## config.mk

```make
export PLATFORM = sky130hd
export DESIGN_NAME = hazardTop
export DESIGN_NICKNAME = d
export VERILOG_FILES = /design/src/rtl/hazardPkg.sv /design/src/rtl/hazardTop.sv /design/src/rtl/forwardUnit.sv /design/src/rtl/stageTagPipe.sv /design/src/rtl/instrDecode.sv
export VERILOG_INCLUDE_DIRS = /design/src /design/src/include
export SDC_FILE = /design/constraint.sdc
export NUM_CORES = 1
export LEC_CHECK = 0
export ABC_AREA = 1
export BUFFER_PORTS_ARGS = -buffer_cell sky130_fd_sc_hd__clkbuf_2
export CAP_MARGIN = 20
export CORE_MARGIN = 5
export CORE_UTILIZATION = 45
export DETAILED_ROUTE_END_ITERATION = 12
export GPL_TIMING_DRIVEN = 0
export PLACE_DENSITY = 0.69
export REMOVE_ABC_BUFFERS = 1
export SYNTH_ARGS = -nofsm -noshare
export SYNTH_HDL_FRONTEND = slang
export SYNTH_SLANG_ARGS = --single-unit
```

## constraint.sdc

```tcl
create_clock -name clk -period 1.6 [get_ports clk]
set_input_delay 0.32 -clock clk [delete_from_list [all_inputs] [get_ports clk]]
set_output_delay 0.32 -clock clk [all_outputs]
set_load 0.03 [all_outputs]
```

## src/include/hazard_settings.svh

```systemverilog
`ifndef HAZARD_SETTINGS_SVH
`define HAZARD_SETTINGS_SVH

// Register number width, fixed by the ISA
`define REG_ADDR_W 5
// Primary opcode field width
`define OP_W 6

// Primary opcodes in bits 31:26
`define OP_RTYPE 6'h00
`define OP_LW    6'h23
`define OP_SW    6'h2B
`define OP_BEQ   6'h04
`define OP_BNE   6'h05
`define OP_ADDI  6'h08
`define OP_ANDI  6'h0C
`define OP_ORI   6'h0D

// Tag value after reset, also used as the bubble
`define TAG_RESET '0
// Control set of an invalid or unknown word
`define CTRL_IDLE '0

`endif
```

## src/rtl/hazardPkg.sv

```systemverilog
`include "hazard_settings.svh"

package hazardPkg;

	// Register number as found in rs, rt and rd fields
	typedef logic [`REG_ADDR_W-1:0] regAddrT;

	// Raw word from the IF/ID register
	typedef logic [31:0] instrT;

	// Primary opcode field
	typedef logic [`OP_W-1:0] opcodeT;

	// ALU operand source
	// 00 register file, 10 EX/MEM result, 01 MEM/WB result
	typedef logic [1:0] fwdSelT;

	// Control bits that travel with an instruction
	typedef struct packed {
		logic regWrite;
		logic memRead;
		logic memToReg;
		logic memWrite;
		logic branch;
	} ctrlBitsT;

	// One stage entry of the shadow pipeline, rd is the write target
	typedef struct packed {
		ctrlBitsT ctrl;
		regAddrT  rs;
		regAddrT  rt;
		regAddrT  rd;
	} stageTagT;

	// Forwarding selects towards the datapath
	typedef struct packed {
		fwdSelT     forwardA;
		fwdSelT     forwardB;
		logic       forwardMemToMem;
		logic       forwardC;
		logic       forwardD;
		// Bit 0 for rs, bit 1 for rt
		logic [1:0] idWriteToRead;
	} fwdCtrlT;

	// Stall enables and ID/EX bubble request
	typedef struct packed {
		logic pcEnable;
		logic ifIdEnable;
		logic idControlNop;
	} stallCtrlT;

endpackage

```

## src/rtl/hazardTop.sv

```systemverilog
`timescale 1ns/1ps

module hazardTop (
	input  logic                 clk,
	input  logic                 rstN,
	input  hazardPkg::instrT     instr,
	input  logic                 instrValid,
	output hazardPkg::fwdCtrlT   fwd,
	output hazardPkg::stallCtrlT stall
);
	import hazardPkg::*;

	// Decoded IF/ID word
	stageTagT idTag;
	// Shadow pipeline entries
	stageTagT idExTag;
	stageTagT exMemTag;
	stageTagT memWbTag;

	instrDecode u_decode (
		.instr      (instr),
		.instrValid (instrValid),
		.idTag      (idTag)
	);

	// Bubble request comes back from the hazard logic
	stageTagPipe u_tagPipe (
		.clk          (clk),
		.rstN         (rstN),
		.idTag        (idTag),
		.idControlNop (stall.idControlNop),
		.idExTag      (idExTag),
		.exMemTag     (exMemTag),
		.memWbTag     (memWbTag)
	);

	// Purely combinational, same cycle as the tags
	forwardUnit u_fwdUnit (
		.idTag    (idTag),
		.idExTag  (idExTag),
		.exMemTag (exMemTag),
		.memWbTag (memWbTag),
		.fwd      (fwd),
		.stall    (stall)
	);

endmodule

```

## src/rtl/forwardUnit.sv

```systemverilog
`timescale 1ns/1ps

module forwardUnit (
	input  hazardPkg::stageTagT  idTag,
	input  hazardPkg::stageTagT  idExTag,
	input  hazardPkg::stageTagT  exMemTag,
	input  hazardPkg::stageTagT  memWbTag,
	output hazardPkg::fwdCtrlT   fwd,
	output hazardPkg::stallCtrlT stall
);
	import hazardPkg::*;

	// EX/MEM holds a live register write
	logic exWrites;
	// Load-use dependence on the instruction in EX
	logic loadUse;
	// Branch in ID needs a result still in EX
	logic branchDep;
	logic stallNow;

	// Operand select for one EX source register
	function automatic fwdSelT aluSel(
		input regAddrT  src,
		input stageTagT exTag,
		input stageTagT wbTag,
		input logic     exRegWrite
	);
		logic   eHit;
		logic   wHit;
		logic   lHit;
		fwdSelT sel;
		// E, W and L terms of the forwarding equations
		eHit = exTag.ctrl.regWrite && (exTag.rd != '0);
		wHit = wbTag.ctrl.regWrite && (wbTag.rd != '0);
		lHit = wbTag.ctrl.memToReg && exRegWrite && (wbTag.rt != '0);
		// Newest producer first
		sel[1] = eHit && (exTag.rd == src);
		// Older producer, both bits may end up set
		sel[0] = (wHit && (exTag.rd != src) && (wbTag.rd == src)) ||
			(lHit && (wbTag.rt == src));
		return sel;
	endfunction

	// Register file write in WB seen by a read in ID
	function automatic logic wbBypass(
		input regAddrT  src,
		input stageTagT wbTag
	);
		logic loadHit;
		logic aluHit;
		// Load result lands in rt
		loadHit = wbTag.ctrl.memToReg && (wbTag.rt != '0) && (wbTag.rt == src);
		// ALU result lands in rd
		aluHit  = wbTag.ctrl.regWrite && !wbTag.ctrl.memToReg && (wbTag.rd == src);
		return loadHit || aluHit;
	endfunction

	assign exWrites = exMemTag.ctrl.regWrite && (exMemTag.rd != '0);

	// Register zero is not excluded here
	assign loadUse = idExTag.ctrl.memRead &&
		((idExTag.rt == idTag.rs) || (idExTag.rt == idTag.rt));
	assign branchDep = idTag.ctrl.branch && idExTag.ctrl.regWrite &&
		((idExTag.rd == idTag.rs) || (idExTag.rd == idTag.rt));
	assign stallNow = loadUse || branchDep;

	always_comb begin
		// ALU operand sources for the instruction in EX
		fwd.forwardA = aluSel(idExTag.rs, exMemTag, memWbTag, idExTag.ctrl.regWrite);
		fwd.forwardB = aluSel(idExTag.rt, exMemTag, memWbTag, idExTag.ctrl.regWrite);

		// Loaded value copied straight into the following store
		fwd.forwardMemToMem = (exMemTag.rt == memWbTag.rt) &&
			memWbTag.ctrl.memToReg && exMemTag.ctrl.memWrite;

		// Branch comparator operands from EX/MEM
		fwd.forwardC = idTag.ctrl.branch && exWrites && (exMemTag.rd == idTag.rs);
		fwd.forwardD = idTag.ctrl.branch && exWrites && (exMemTag.rd == idTag.rt);

		fwd.idWriteToRead[0] = wbBypass(idTag.rs, memWbTag);
		fwd.idWriteToRead[1] = wbBypass(idTag.rt, memWbTag);
	end

	// Freeze fetch and push a bubble for one stall cycle
	always_comb begin
		stall.pcEnable     = !stallNow;
		stall.ifIdEnable   = !stallNow;
		stall.idControlNop = stallNow;
	end

endmodule

```

## src/rtl/stageTagPipe.sv

```systemverilog
`timescale 1ns/1ps
`include "hazard_settings.svh"

module stageTagPipe (
	input  logic                clk,
	input  logic                rstN,
	input  hazardPkg::stageTagT idTag,
	input  logic                idControlNop,
	output hazardPkg::stageTagT idExTag,
	output hazardPkg::stageTagT exMemTag,
	output hazardPkg::stageTagT memWbTag
);
	import hazardPkg::*;

	// Entry that ID/EX takes on the next edge
	stageTagT idExNext;

	// Stall turns the ID slot into a bubble
	// The held IF/ID word is decoded again next cycle
	always_comb begin
		if (idControlNop) begin
			idExNext = `TAG_RESET;
		end else begin
			idExNext = idTag;
		end
	end

	// ID/EX register
	always_ff @(posedge clk or negedge rstN) begin
		if (!rstN) begin
			idExTag <= `TAG_RESET;
		end else begin
			idExTag <= idExNext;
		end
	end

	// EX/MEM register, never holds
	always_ff @(posedge clk or negedge rstN) begin
		if (!rstN) begin
			exMemTag <= `TAG_RESET;
		end else begin
			exMemTag <= idExTag;
		end
	end

	// MEM/WB register
	// Tag arrives here three edges after leaving ID
	always_ff @(posedge clk or negedge rstN) begin
		if (!rstN) begin
			memWbTag <= `TAG_RESET;
		end else begin
			memWbTag <= exMemTag;
		end
	end

endmodule

```

## src/rtl/instrDecode.sv

```systemverilog
`timescale 1ns/1ps
`include "hazard_settings.svh"

module instrDecode (
	input  hazardPkg::instrT    instr,
	input  logic                instrValid,
	output hazardPkg::stageTagT idTag
);
	import hazardPkg::*;

	// Raw fields of the word
	opcodeT   opcode;
	regAddrT  rsField;
	regAddrT  rtField;
	regAddrT  rdField;

	// Decoded control and write target
	ctrlBitsT ctrl;
	regAddrT  dest;

	// Field split, same positions for every format
	assign opcode  = instr[31:26];
	assign rsField = instr[25:21];
	assign rtField = instr[20:16];
	assign rdField = instr[15:11];

	always_comb begin
		// Nothing happens unless the opcode is known
		ctrl = `CTRL_IDLE;
		dest = '0;
		if (instrValid) begin
			case (opcode)
				`OP_RTYPE: begin
					// ALU op, result goes to rd
					ctrl.regWrite = 1'b1;
					dest          = rdField;
				end
				`OP_LW: begin
					// Load writes rt from memory
					ctrl.regWrite = 1'b1;
					ctrl.memRead  = 1'b1;
					ctrl.memToReg = 1'b1;
					dest          = rtField;
				end
				`OP_SW: begin
					// Store reads rt, no register write
					ctrl.memWrite = 1'b1;
				end
				`OP_BEQ, `OP_BNE: begin
					// Compare only, resolution lives elsewhere
					ctrl.branch = 1'b1;
				end
				`OP_ADDI, `OP_ANDI, `OP_ORI: begin
					// Immediate forms target rt
					ctrl.regWrite = 1'b1;
					dest          = rtField;
				end
				default: begin
					// Unknown opcode acts as a NOP
					ctrl = `CTRL_IDLE;
				end
			endcase
		end
	end

	// Source fields pass through even for a NOP
	always_comb begin
		idTag.ctrl = ctrl;
		idTag.rs   = rsField;
		idTag.rt   = rtField;
		idTag.rd   = dest;
	end

endmodule

```

======== Word level (Yosys, flattened, before mapping) ========
Cells that the tools add are included.
storage, ports and cells
  memories kept ........................... 0
  flip-flop bits (word level) ............. 44
  memory bits (writable) .................. 0
  word-level logic and storage cells ...... 92
  latch bits .............................. 0
  output and inout port bits .............. 12
  input bits .............................. 35
  ROM bits ................................ 0
operators by class
  equality and inequality tests ........... 26
  order comparisons ....................... 0
  $add $sub $neg .......................... 0
  mux-type cells .......................... 8
  shift-type cells ........................ 0
  multiply operators ...................... 0
  reduce and logical (&&, ||, !) cells .... 42
  div/mod/pow operators ................... 0
  bitwise gates (word level) .............. 0
operator list
  operator              count
  $eq A5 B5 Y1          17
  $logic_and A1 B1 Y1   26
  $mux W20              1
  $eq A6 B4 Y1 const B  3
  $reduce_bool A5 Y1    3
  $eq A6 B3 Y1 const B  2
  $eq A6 B6 Y1 const B  2
  $mux W5               2
  $ne A5 B5 Y1          2
  $pmux W5 S2           1
  $logic_or A1 B1 Y1    7
  $logic_not A6 Y1      1
  $reduce_or A5 Y1      1
  $reduce_or A4 Y1      1
  $mux W1               3
  $logic_not A1 Y1      2
  $mux W2               1
  $reduce_or A2 Y1      1

======== Logic depth before layout (Yosys ltp) ========
Gate-level depths: netlist of the first run.
  depth in word-level cells ............... 8
  gate-level depth with buffers ........... 12
  gate-level depth less buffers ........... 9

======== By module ========
A second synthesis of the first run with hierarchy kept.
second synthesis, totals
  cell total of the unflattened synthesis .. 434
  area total of the unflattened synthesis .. 3363.2 sq um
by module, submodules not included
  module        seq. area each (sq um)  cells each  times used  area an instance (sq um)
  stageTagPipe  1501.4                  102         1           1674.1
  forwardUnit   0.0                     281         1           1421.4
  instrDecode   0.0                     51          1           267.8

======== Least setup slack after synthesis of the first run ========
OpenSTA, ideal clock, no wires.
  kind .................................... in2out
  start ................................... input port instrValid
  end ..................................... output port fwd[2] in the netlist's numbering
  path buffers ............................ 1
  arrival ................................. 1.630 ns
  setup slack ............................. -0.350 ns
  stages on the path ...................... 4
  cell sequence ........................... clkbuf_1 nand4_1 or2_2 nor3_1
RTL lines
  item         RTL line        source
  from (decl)  hazardTop.sv:7  input logic instrValid,
  to (decl)    hazardTop.sv:8  output hazardPkg::fwdCtrlT fwd,

==> impl_metrics.tcl, run 1 <==
set metrics [dict create \
    outcome "finished with violations" \
    failed_checks "setup timing" \
    grt_pass1_vias 2422 \
    drive_gt1_share_pct 34.7 \
    worstReg2RegEnd "u_tagPipe.idExTag[9]$_DFF_PN0_" \
    rsz0062_at_grt "true" \
    worst_pin_slew_ns 0.486 \
    cts_root_buffer "clkbuf_8" \
    crit_path_start_kind "register" \
    grt_use_total_pct 19.6 \
    drtPass1Iterations 4 \
    finalCritPeriodShare_pct 121 \
    die_area_mm2 0.00767 \
    fp-row-count 28 \
    grt_max_degree 44 \
    cts_tree "done" \
    ios 47 \
    power_density_mw_per_mm2 666 \
    vdd_drop_max_uv 402 \
    setup_slack_ns -0.340 \
    leakagePower_nw 1.70 \
    nets 446 \
    areaGrowthSynthToFinish_pct 27.9 \
    clk_latency_ns 0.30 \
    initial_core_util_pct 46.0 \
    antennaDiodeCount 0 \
    r2r_cells 10 \
    worstPathCellList "buf_6 -> xor2_2 -> nor3_2 -> nand3_1 -> nor2_1 -> buf_4" \
    worstReg2RegStart "u_tagPipe.idExTag[5]$_DFF_PN0_" \
    hold_violations 0 \
    drv_cap 0 \
    drc 0 \
    cp_max_fo 5 \
    hold_end "u_tagPipe.idExTag[2]$_DFF_PN0_" \
    drt_iter0_drc 77 \
    hp-class "in -> reg" \
    grt_remaining_overflow 0 \
    clock_path_buffers 2 \
    rrSetupSlack_ns 0.14 \
    endpoint_kind "output port" \
    wl_mm 7.17 \
    netlist_instances 367 \
    max_stage_delay_ns 0.46 \
    clock_sink_count 43 \
    yosysUniqueCellTypes 26 \
    async_flop_share_pct 100 \
    max_freq_ghz 0.516 \
    ys_seq_elements 43 \
    hp-start "instr[13]" \
    slew_viol_final 0 \
    finalClockSkew_ns 0.00975 \
    slew_headroom_pct 67.6 \
    holdWs_ns 0.304 \
    worst_ep_required_time_ns 1.28 \
    avgRoutedWirePerCell_um 14.7 \
    dpl.hpwl_mm 5.02 \
    synth_area_mm2 0.00271 \
    via_per_inst 5.00 \
    crit_arrival_ns 1.62 \
    path_class "reg -> out" \
    synth_warnings 0 \
    dieHeight_um 87.6 \
    ys.flop_type "dfrtp_1" \
    antenna_found_initial 0 \
    htree_levels 2 \
    cp_slowest_cell "dfrtp_2" \
    io_buffer_count 35 \
    gp_congestion 0.860 \
    setup_viol 12 \
    synth.avg_cell_area_um2 7.37 \
    period_minus_slack_ns 1.94 \
    postRouteAntennaNets 0 \
    tns_ns -3.36 \
    fin_util_pct 58.8 \
    grt_pass1_wl_mm 11.5 \
    core_mm2 0.00589 \
    holdPathStages 5 \
    synth_edf_count 0 \
    path_clk_slew_ns 0.09 \
    via_count 2437 \
    numCtsBuffers 5 \
    yosysSeqAreaShare_pct 39.8 \
    fp.dieW_um 87.6 \
]
==> layout make-up <==
class                   count  area (um^2)
clock buffers               6         82.6
fillers                   527         2420
flip-flops and latches     43         1100
multi-input cells         258         1510
clock inverters             2         16.3
repair buffers             61          499
well taps                  75         93.8
inverters                  42          158
==> cells by family after synthesis <==
family | Yosys count | synth area share [%]
AND/OR/NAND/NOR | 187 | 28.9
AO/OA/AOI/OAI | 23 | 4.85
flip-flops | 43 | 39.8
buffers and inverters | 67 | 11.3
XOR/XNOR | 47 | 15.2
==> synth_stat cells (3+ instances only) <==
master | count | area [um^2]
dfrtp_1 | 43 | 1080
inv_1 | 37 | 139
xor2_1 | 26 | 228
o21ai_0 | 5 | 25.0
nand4_1 | 7 | 43.8
buf_2 | 6 | 30.0
nand2_1 | 97 | 364
nand3_1 | 18 | 90.1
a21oi_1 | 9 | 45.0
o22ai_1 | 5 | 31.3
xnor2_1 | 21 | 184
nor3_1 | 12 | 60.1
clkbuf_1 | 8 | 30.0
nor2_1 | 46 | 173
buf_4 | 8 | 60.1
or2_2 | 3 | 18.8
inv_2 | 5 | 18.8
==> metal layers <==
metal	track usage, %	wire length [um]	vias to the layer above
met3	3.57	386	14
met1	24.5	2980	1133
met2	33.4	3600	77
met4	7.81	204	0
met5	0	0	-
li1	-	-	1213
==> flip-flops by register name, summed over array words and instances, names as in the netlist <==
register and flops:
u_tagPipe.exMemTag 13, u_tagPipe.idExTag 18, u_tagPipe.memWbTag 12
==> repair_timing <==
| item | in CTS | in global routing |
|---|---|---|
| endpoints found under the setup margin | 30 | 22 |
| hold buffers | 0 | 1 |
| buffers inserted | 21 | 3 |
| pin swaps | 19 | 8 |
| cloned | 1 | 0 |
| resized for setup | 71 | 34 |
| hold endpoints to repair | 0 | 8 |
==> how the worst max path moves through the flow <==
stage               end  cells after the start                       startpoint
2_1_floorplan    fwd[2]                      5  u_tagPipe.exMemTag[1]$_DFF_PN0_
3_3_place_gp   stall[1]                     11                        instr[19]
3_5_place_dp   stall[1]                     11                        instr[19]
4_1_cts          fwd[6]                      6  u_tagPipe.exMemTag[0]$_DFF_PN0_
5_1_grt        stall[1]                     10   u_tagPipe.idExTag[5]$_DFF_PN0_
6_report         fwd[6]                      6  u_tagPipe.exMemTag[0]$_DFF_PN0_
==> layout by cell type, fill, tap and decap left out, drive strengths merged, types with 7 or more instances in the layout <==
master / count
xor2: 26
buf: 32
nor3: 14
dfrtp: 43
a21oi: 9
xnor2: 21
nor2: 47
nand4: 7
nand2: 99
clkbuf: 34
nand3: 18
inv: 42
==> where the power goes <==
part           total (mW)  internal, mW  switching [mW]
Combinational       0.400         0.168           0.231
Clock               0.733         0.352           0.381
Sequential           1.17          1.12          0.0500
Total                2.31          1.64           0.662
==> through the flow <==
stage / power [mW] / cells / setup WS [ns] / area (um^2)
detailed placement: 1.51 / 452 / -0.558 / 2830
floorplan: 1.37 / 342 / -0.333 / 2560
finish: 2.31 / 487 / -0.340 / 3460
global route: 2.42 / 487 / -0.418 / 3460
CTS: 2.30 / 482 / -0.365 / 3310
global placement: 1.50 / 452 / -0.525 / 2830
==> critical path, delay by kind of cell, from the launching register on <==
kind | cells | cell delay [ns]
xor gates and xnor gates | 1 | 0.13
buffers and inverters | 2 | 0.32
and+or+nand+nor | 3 | 0.42
DFF | 1 | 0.46
Power figures use the tool's default switching activity.
==> run 2: changes to the inputs <==
Settings changed: PLACE_DENSITY 0.69 to 0.66.
Clock period 1.6 ns to 1.8 ns, I/O delays scaled along.
==> run 2 against run 1 <==
Against the previous run:
- the flow still finishes with violations (setup timing)
- non-clock buffer count increased by 7
- sequential share of layout area decreased by 0.38 points
- design area increased by 0.87%
- critical path type unchanged
- critical endpoint is now fwd[5]
- highest routed layer unchanged
==> impl_metrics.tcl, run 2 (synthesis gave the netlist of run 1 again) <==
set metrics [dict create \
    numCtsBuffers 5 \
    setup_slack_ns -0.195 \
    cts_tree "done" \
    path_clk_slew_ns 0.09 \
    grt_use_total_pct 19.7 \
    postRouteAntennaNets 0 \
    drt_iter0_drc 196 \
    crit_arrival_ns 1.63 \
    tns_ns -1.61 \
    cp_max_fo 4 \
    ios 47 \
    dpl.hpwl_mm 5.00 \
    cp-startpoint "u_tagPipe.exMemTag[0]$_DFF_PN0_" \
    power_density_mw_per_mm2 572 \
    grt_max_degree 44 \
    period_minus_slack_ns 1.99 \
    initial_core_util_pct 46.0 \
    io_buffer_count 35 \
    largestRegisters "u_tagPipe.idExTag: 18 flops, u_tagPipe.exMemTag: 13 flops, u_tagPipe.memWbTag: 12 flops" \
    grt_remaining_overflow 0 \
    largest-register "u_tagPipe.idExTag" \
    via_count 2574 \
    worst_ep_required_time_ns 1.44 \
    max_freq_ghz 0.501 \
    hp-class "in -> async" \
    clock_path_buffers 2 \
    slew_headroom_pct 60.0 \
    clock_sink_count 43 \
    outcome "finished with violations" \
    worst_pin_slew_ns 0.600 \
    dieHeight_um 87.6 \
    drv_cap 0 \
    cts_root_buffer "clkbuf_8" \
    cts_hold_buf 0 \
    finalClockSkew_ns 0.0143 \
    core_mm2 0.00589 \
    antennaDiodeCount 0 \
    final_common_cell "nand2_1" \
    worstReg2RegStart "u_tagPipe.idExTag[0]$_DFF_PN0_" \
    r2r_cells 13 \
    die_area_mm2 0.00767 \
    fp-row-count 28 \
    grt_pass1_wl_mm 11.6 \
    placed_cell_area_mm2 0.00283 \
    hold_violations 0 \
    setup_viol 11 \
    finalCritPeriodShare_pct 111 \
    grt_pass1_vias 2413 \
    areaGrowthSynthToFinish_pct 29.0 \
    endpoint_kind "output port" \
    most-common-layout-cells "nand2_1, nor2_1, inv_1, buf_4, dfrtp_1" \
    drtPass1Iterations 5 \
    drive_gt1_share_pct 34.4 \
    fp.dieW_um 87.6 \
    vdd_drop_max_uv 382 \
    largest_register_ffs 18 \
    failed_checks "setup timing" \
    leakagePower_nw 1.74 \
    wl_mm 7.34 \
    via_per_inst 5.21 \
    final_cell_area_mm2 0.00349 \
    nets 454 \
    rrSetupSlack_ns 0.09 \
    slew_viol_final 0 \
    crit_path_start_kind "register" \
    gp_congestion 0.876 \
    nFillCells 526 \
    htree_levels 2 \
    path_class "reg -> out" \
    avgRoutedWirePerCell_um 14.9 \
    rsz0062_at_grt "true" \
    drc 0 \
    antenna_found_initial 0 \
    clk_latency_ns 0.30 \
]
-- run 2: cell types whose count changed in the layout (fill, tap and decap cells not counted), sizes merged --
| cell | delta |
|---|---|
| buf | +9 |
| clkbuf | -2 |
| clkinv | +1 |
| clkinvlp | -1 |
| dlygate4sd3 | -1 |
| nand2 | +1 |
-- run 2: worst paths after layout --
check,endpoint
min reg2reg,u_tagPipe.memWbTag[17]$_DFF_PN0_
min in group clk,u_tagPipe.idExTag[16]$_DFF_PN0_
min,u_tagPipe.memWbTag[19]$_DFF_PN0_
max,fwd[5]
max in group asynchronous,u_tagPipe.memWbTag[3]$_DFF_PN0_
max reg2reg,u_tagPipe.idExTag[9]$_DFF_PN0_
-- run 2: repair_timing --
item	4_1_cts	5_1_grt
cloned	1	1
resized for setup	59	44
buffers inserted	18	14
endpoints found under the setup margin	12	22
pin swaps	13	25
-- run 2: power breakdown --
group	switching, mW	internal (mW)	leakage [nW]
Sequential	0.0463	0.998	0.532
Clock	0.333	0.265	0.0440
Combinational	0.201	0.153	1.16
-- run 2: area by class of cell --
class	instances	area, um^2	share of cell area, %
inverters	42	165	4.73
repair buffers	68	562	16.1
well taps	75	93.8	2.69
clock buffers	5	68.8	1.97
flip-flops and latches	43	1100	31.4
clock inverters	2	13.8	0.394
multi-input cells	259	1490	42.7
-- run 2: per-stage QoR --
step	instances	utilization, %	worst slack [ns]	total power [mW]	hold slack (ns)
2_1_floorplan	342	-	-0.197	1.21	0.0644
4_1_cts	478	54.7	-0.211	1.96	0.280
3_3_place_gp	452	48.0	-0.334	1.33	0.333
5_1_grt	494	59.3	-0.254	2.09	0.102
6_report	494	59.3	-0.195	2.00	0.0510
3_5_place_dp	452	48.0	-0.323	1.34	0.339
-- run 2: worst max-delay path: stages, from the launching register on --
cell and delay, ns:
dfrtp_2 0.44, buf_6 0.13, xor2_1 0.14, nor3_2 0.19, nand3_2 0.13, nand3_2 0.11
nand2_2 0.06, buf_8 0.13
-- run 2: per-layer routing --
layer | up-vias | global-route usage, % | routed length [um]
li1 | 1234 | - | -
met1 | 1230 | 25.8 | 3170
met2 | 97 | 33.0 | 3640
met3 | 13 | 3.76 | 410
met4 | 0 | 6.00 | 118
met5 | - | 0 | 0
==> run 3: changes to the inputs <==
Clock period 1.8 ns to 2.1 ns, I/O delays scaled along.
==> run 3 against run 2 <==
Against the previous run:
- largest power group unchanged
- sequential power down 14%
- final cell count down 2.4%
- flip-flop and latch count unchanged
- first-iteration DRC count up 3.1%
- critical path depth down 1
- die area unchanged
- clock skew up 0.00096 ns
- sequential share of layout area up 2.5 points
- the run now ends clean
- clock-buffer cell count unchanged
- setup slack better by 0.24 ns
- clock power down 14%
==> impl_metrics.tcl, run 3 (synthesis gave the netlist of run 1 again) <==
set metrics [dict create \
    endpoint_kind "output port" \
    vdd_drop_max_uv 333 \
    cp_slowest_cell "dfrtp_2" \
    max_freq_ghz 0.487 \
    drc 0 \
    clock_path_buffers 2 \
    drive_gt1_share_pct 27.0 \
    setup_slack_ns 0.0455 \
    gp_congestion 0.876 \
    worst_ep_required_time_ns 1.68 \
    dpl.hpwl_mm 5.00 \
    leakagePower_nw 1.66 \
    nets 442 \
    grt_pass1_wl_mm 11.5 \
    cts_hold_buf 0 \
    wl_mm 7.05 \
    max_stage_delay_ns 0.42 \
    clock_sink_count 43 \
    slew_viol_final 0 \
    grt_pass1_vias 2389 \
    slew_headroom_pct 60.5 \
    dp_cells 452 \
    outcome "completed" \
    antennaDiodeCount 0 \
    finalCritPeriodShare_pct 97.8 \
    final_common_cell "nand2_1" \
    clk_latency_ns 0.30 \
    tns_ns 0 \
    crit_arrival_ns 1.63 \
    antenna_found_initial 0 \
    crit_path_start_kind "register" \
    postRouteAntennaNets 0 \
    numCtsBuffers 5 \
    htree_levels 2 \
    hold_violations 0 \
    period_minus_slack_ns 2.05 \
    cts_root_buffer "clkbuf_8" \
    cts_tree "done" \
    hp-class "in -> async" \
    cp_max_fo 4 \
    io_buffer_count 35 \
    worst_pin_slew_ns 0.593 \
    path_class "reg -> out" \
    final_cells 482 \
    avgRoutedWirePerCell_um 14.6 \
    via_count 2472 \
    fp-row-count 28 \
    most-common-layout-cells "nand2_1, nor2_1, inv_1" \
    final_cell_area_mm2 0.00322 \
    grt_remaining_overflow 0 \
    worstPathCellList "inv_1 -> nand3_2 -> o21ai_2 -> or2_2 -> nor3_2 -> clkbuf_8" \
    via_per_inst 5.13 \
    fin_util_pct 54.7 \
    drt_iter0_drc 202 \
    finalClockSkew_ns 0.0152 \
    fp.dieW_um 87.6 \
    placed_cell_area_mm2 0.00283 \
    initial_core_util_pct 46.0 \
    dieHeight_um 87.6 \
    areaGrowthSynthToFinish_pct 19.0 \
    largest-register "u_tagPipe.idExTag" \
    largest_register_ffs 18 \
    grt_use_total_pct 19.6 \
    rsz0062_at_grt "true" \
    path_clk_slew_ns 0.09 \
    grt_max_degree 44 \
    ios 47 \
    setup_viol 0 \
    drv_cap 0 \
    die_area_mm2 0.00767 \
    power_density_mw_per_mm2 524 \
    drtPass1Iterations 5 \
    core_mm2 0.00589 \
    post-place-ws_ns -0.143 \
    largestRegisters "u_tagPipe.idExTag: 18 flops, u_tagPipe.exMemTag: 13 flops, u_tagPipe.memWbTag: 12 flops" \
]
run 3: power by group:
part | leakage [nW] | internal, mW | switching, mW
sequential | 0.536 | 0.855 | 0.0417
combinational | 1.08 | 0.119 | 0.158
clock | 0.0440 | 0.228 | 0.287
run 3: routing by layer:
metal  global-route usage, %  share of wire (%)  vias up
li1                        -                  -     1201
met1                    25.8                 43     1189
met2                    33.8                 50       77
met3                    3.29                5.7        5
met4                    4.60               0.72        0
met5                       0                  0        -
run 3: critical path: cells and delay by family, from the launching register on:
family	cells	cell delay, ns
DFF	1	0.42
AOI/OAI and AO/OA	1	0.08
and+or+nand+nor	3	0.55
buffers and inverters	2	0.28
run 3: repair_timing:
item / in CTS / in global routing
buffers inserted: 8 / 13
pin swaps: 3 / 6
endpoints found under the setup margin: 8 / 10
resized for setup: 21 / 38
gates cloned: 1 / 0
run 3: worst paths after layout:
path | endpoint | cells past startpoint | start | slack (ns)
min reg2reg | u_tagPipe.memWbTag[17]$_DFF_PN0_ | 0 | u_tagPipe.exMemTag[17]$_DFF_PN0_ | 0.36
max | fwd[3] | 6 | u_tagPipe.exMemTag[1]$_DFF_PN0_ | 0.05
min | u_tagPipe.idExTag[19]$_DFF_PN0_ | 1 | rstN | 0.11
max reg2reg | u_tagPipe.idExTag[10]$_DFF_PN0_ | 10 | u_tagPipe.idExTag[5]$_DFF_PN0_ | 0.67
max in group asynchronous | u_tagPipe.exMemTag[4]$_DFF_PN0_ | 2 | rstN | 1.46
min in group clk | u_tagPipe.memWbTag[17]$_DFF_PN0_ | 0 | u_tagPipe.exMemTag[17]$_DFF_PN0_ | 0.36
run 3: area by class of cell:
type	count	area (um^2)
flip-flops and latches	43	1090
well taps	75	93.8
fillers	569	2660
repair buffers	57	392
clock buffers	5	68.8
inverters	42	158
clock inverters	2	13.8
multi-input cells	258	1400
run 3: stage by stage:
stage          hold WS [ns]  power (mW)
2_1_floorplan         0.124        1.04
3_3_place_gp          0.333        1.14
3_5_place_dp          0.339        1.15
4_1_cts               0.340        1.67
5_1_grt               0.146        1.77
6_report              0.107        1.69
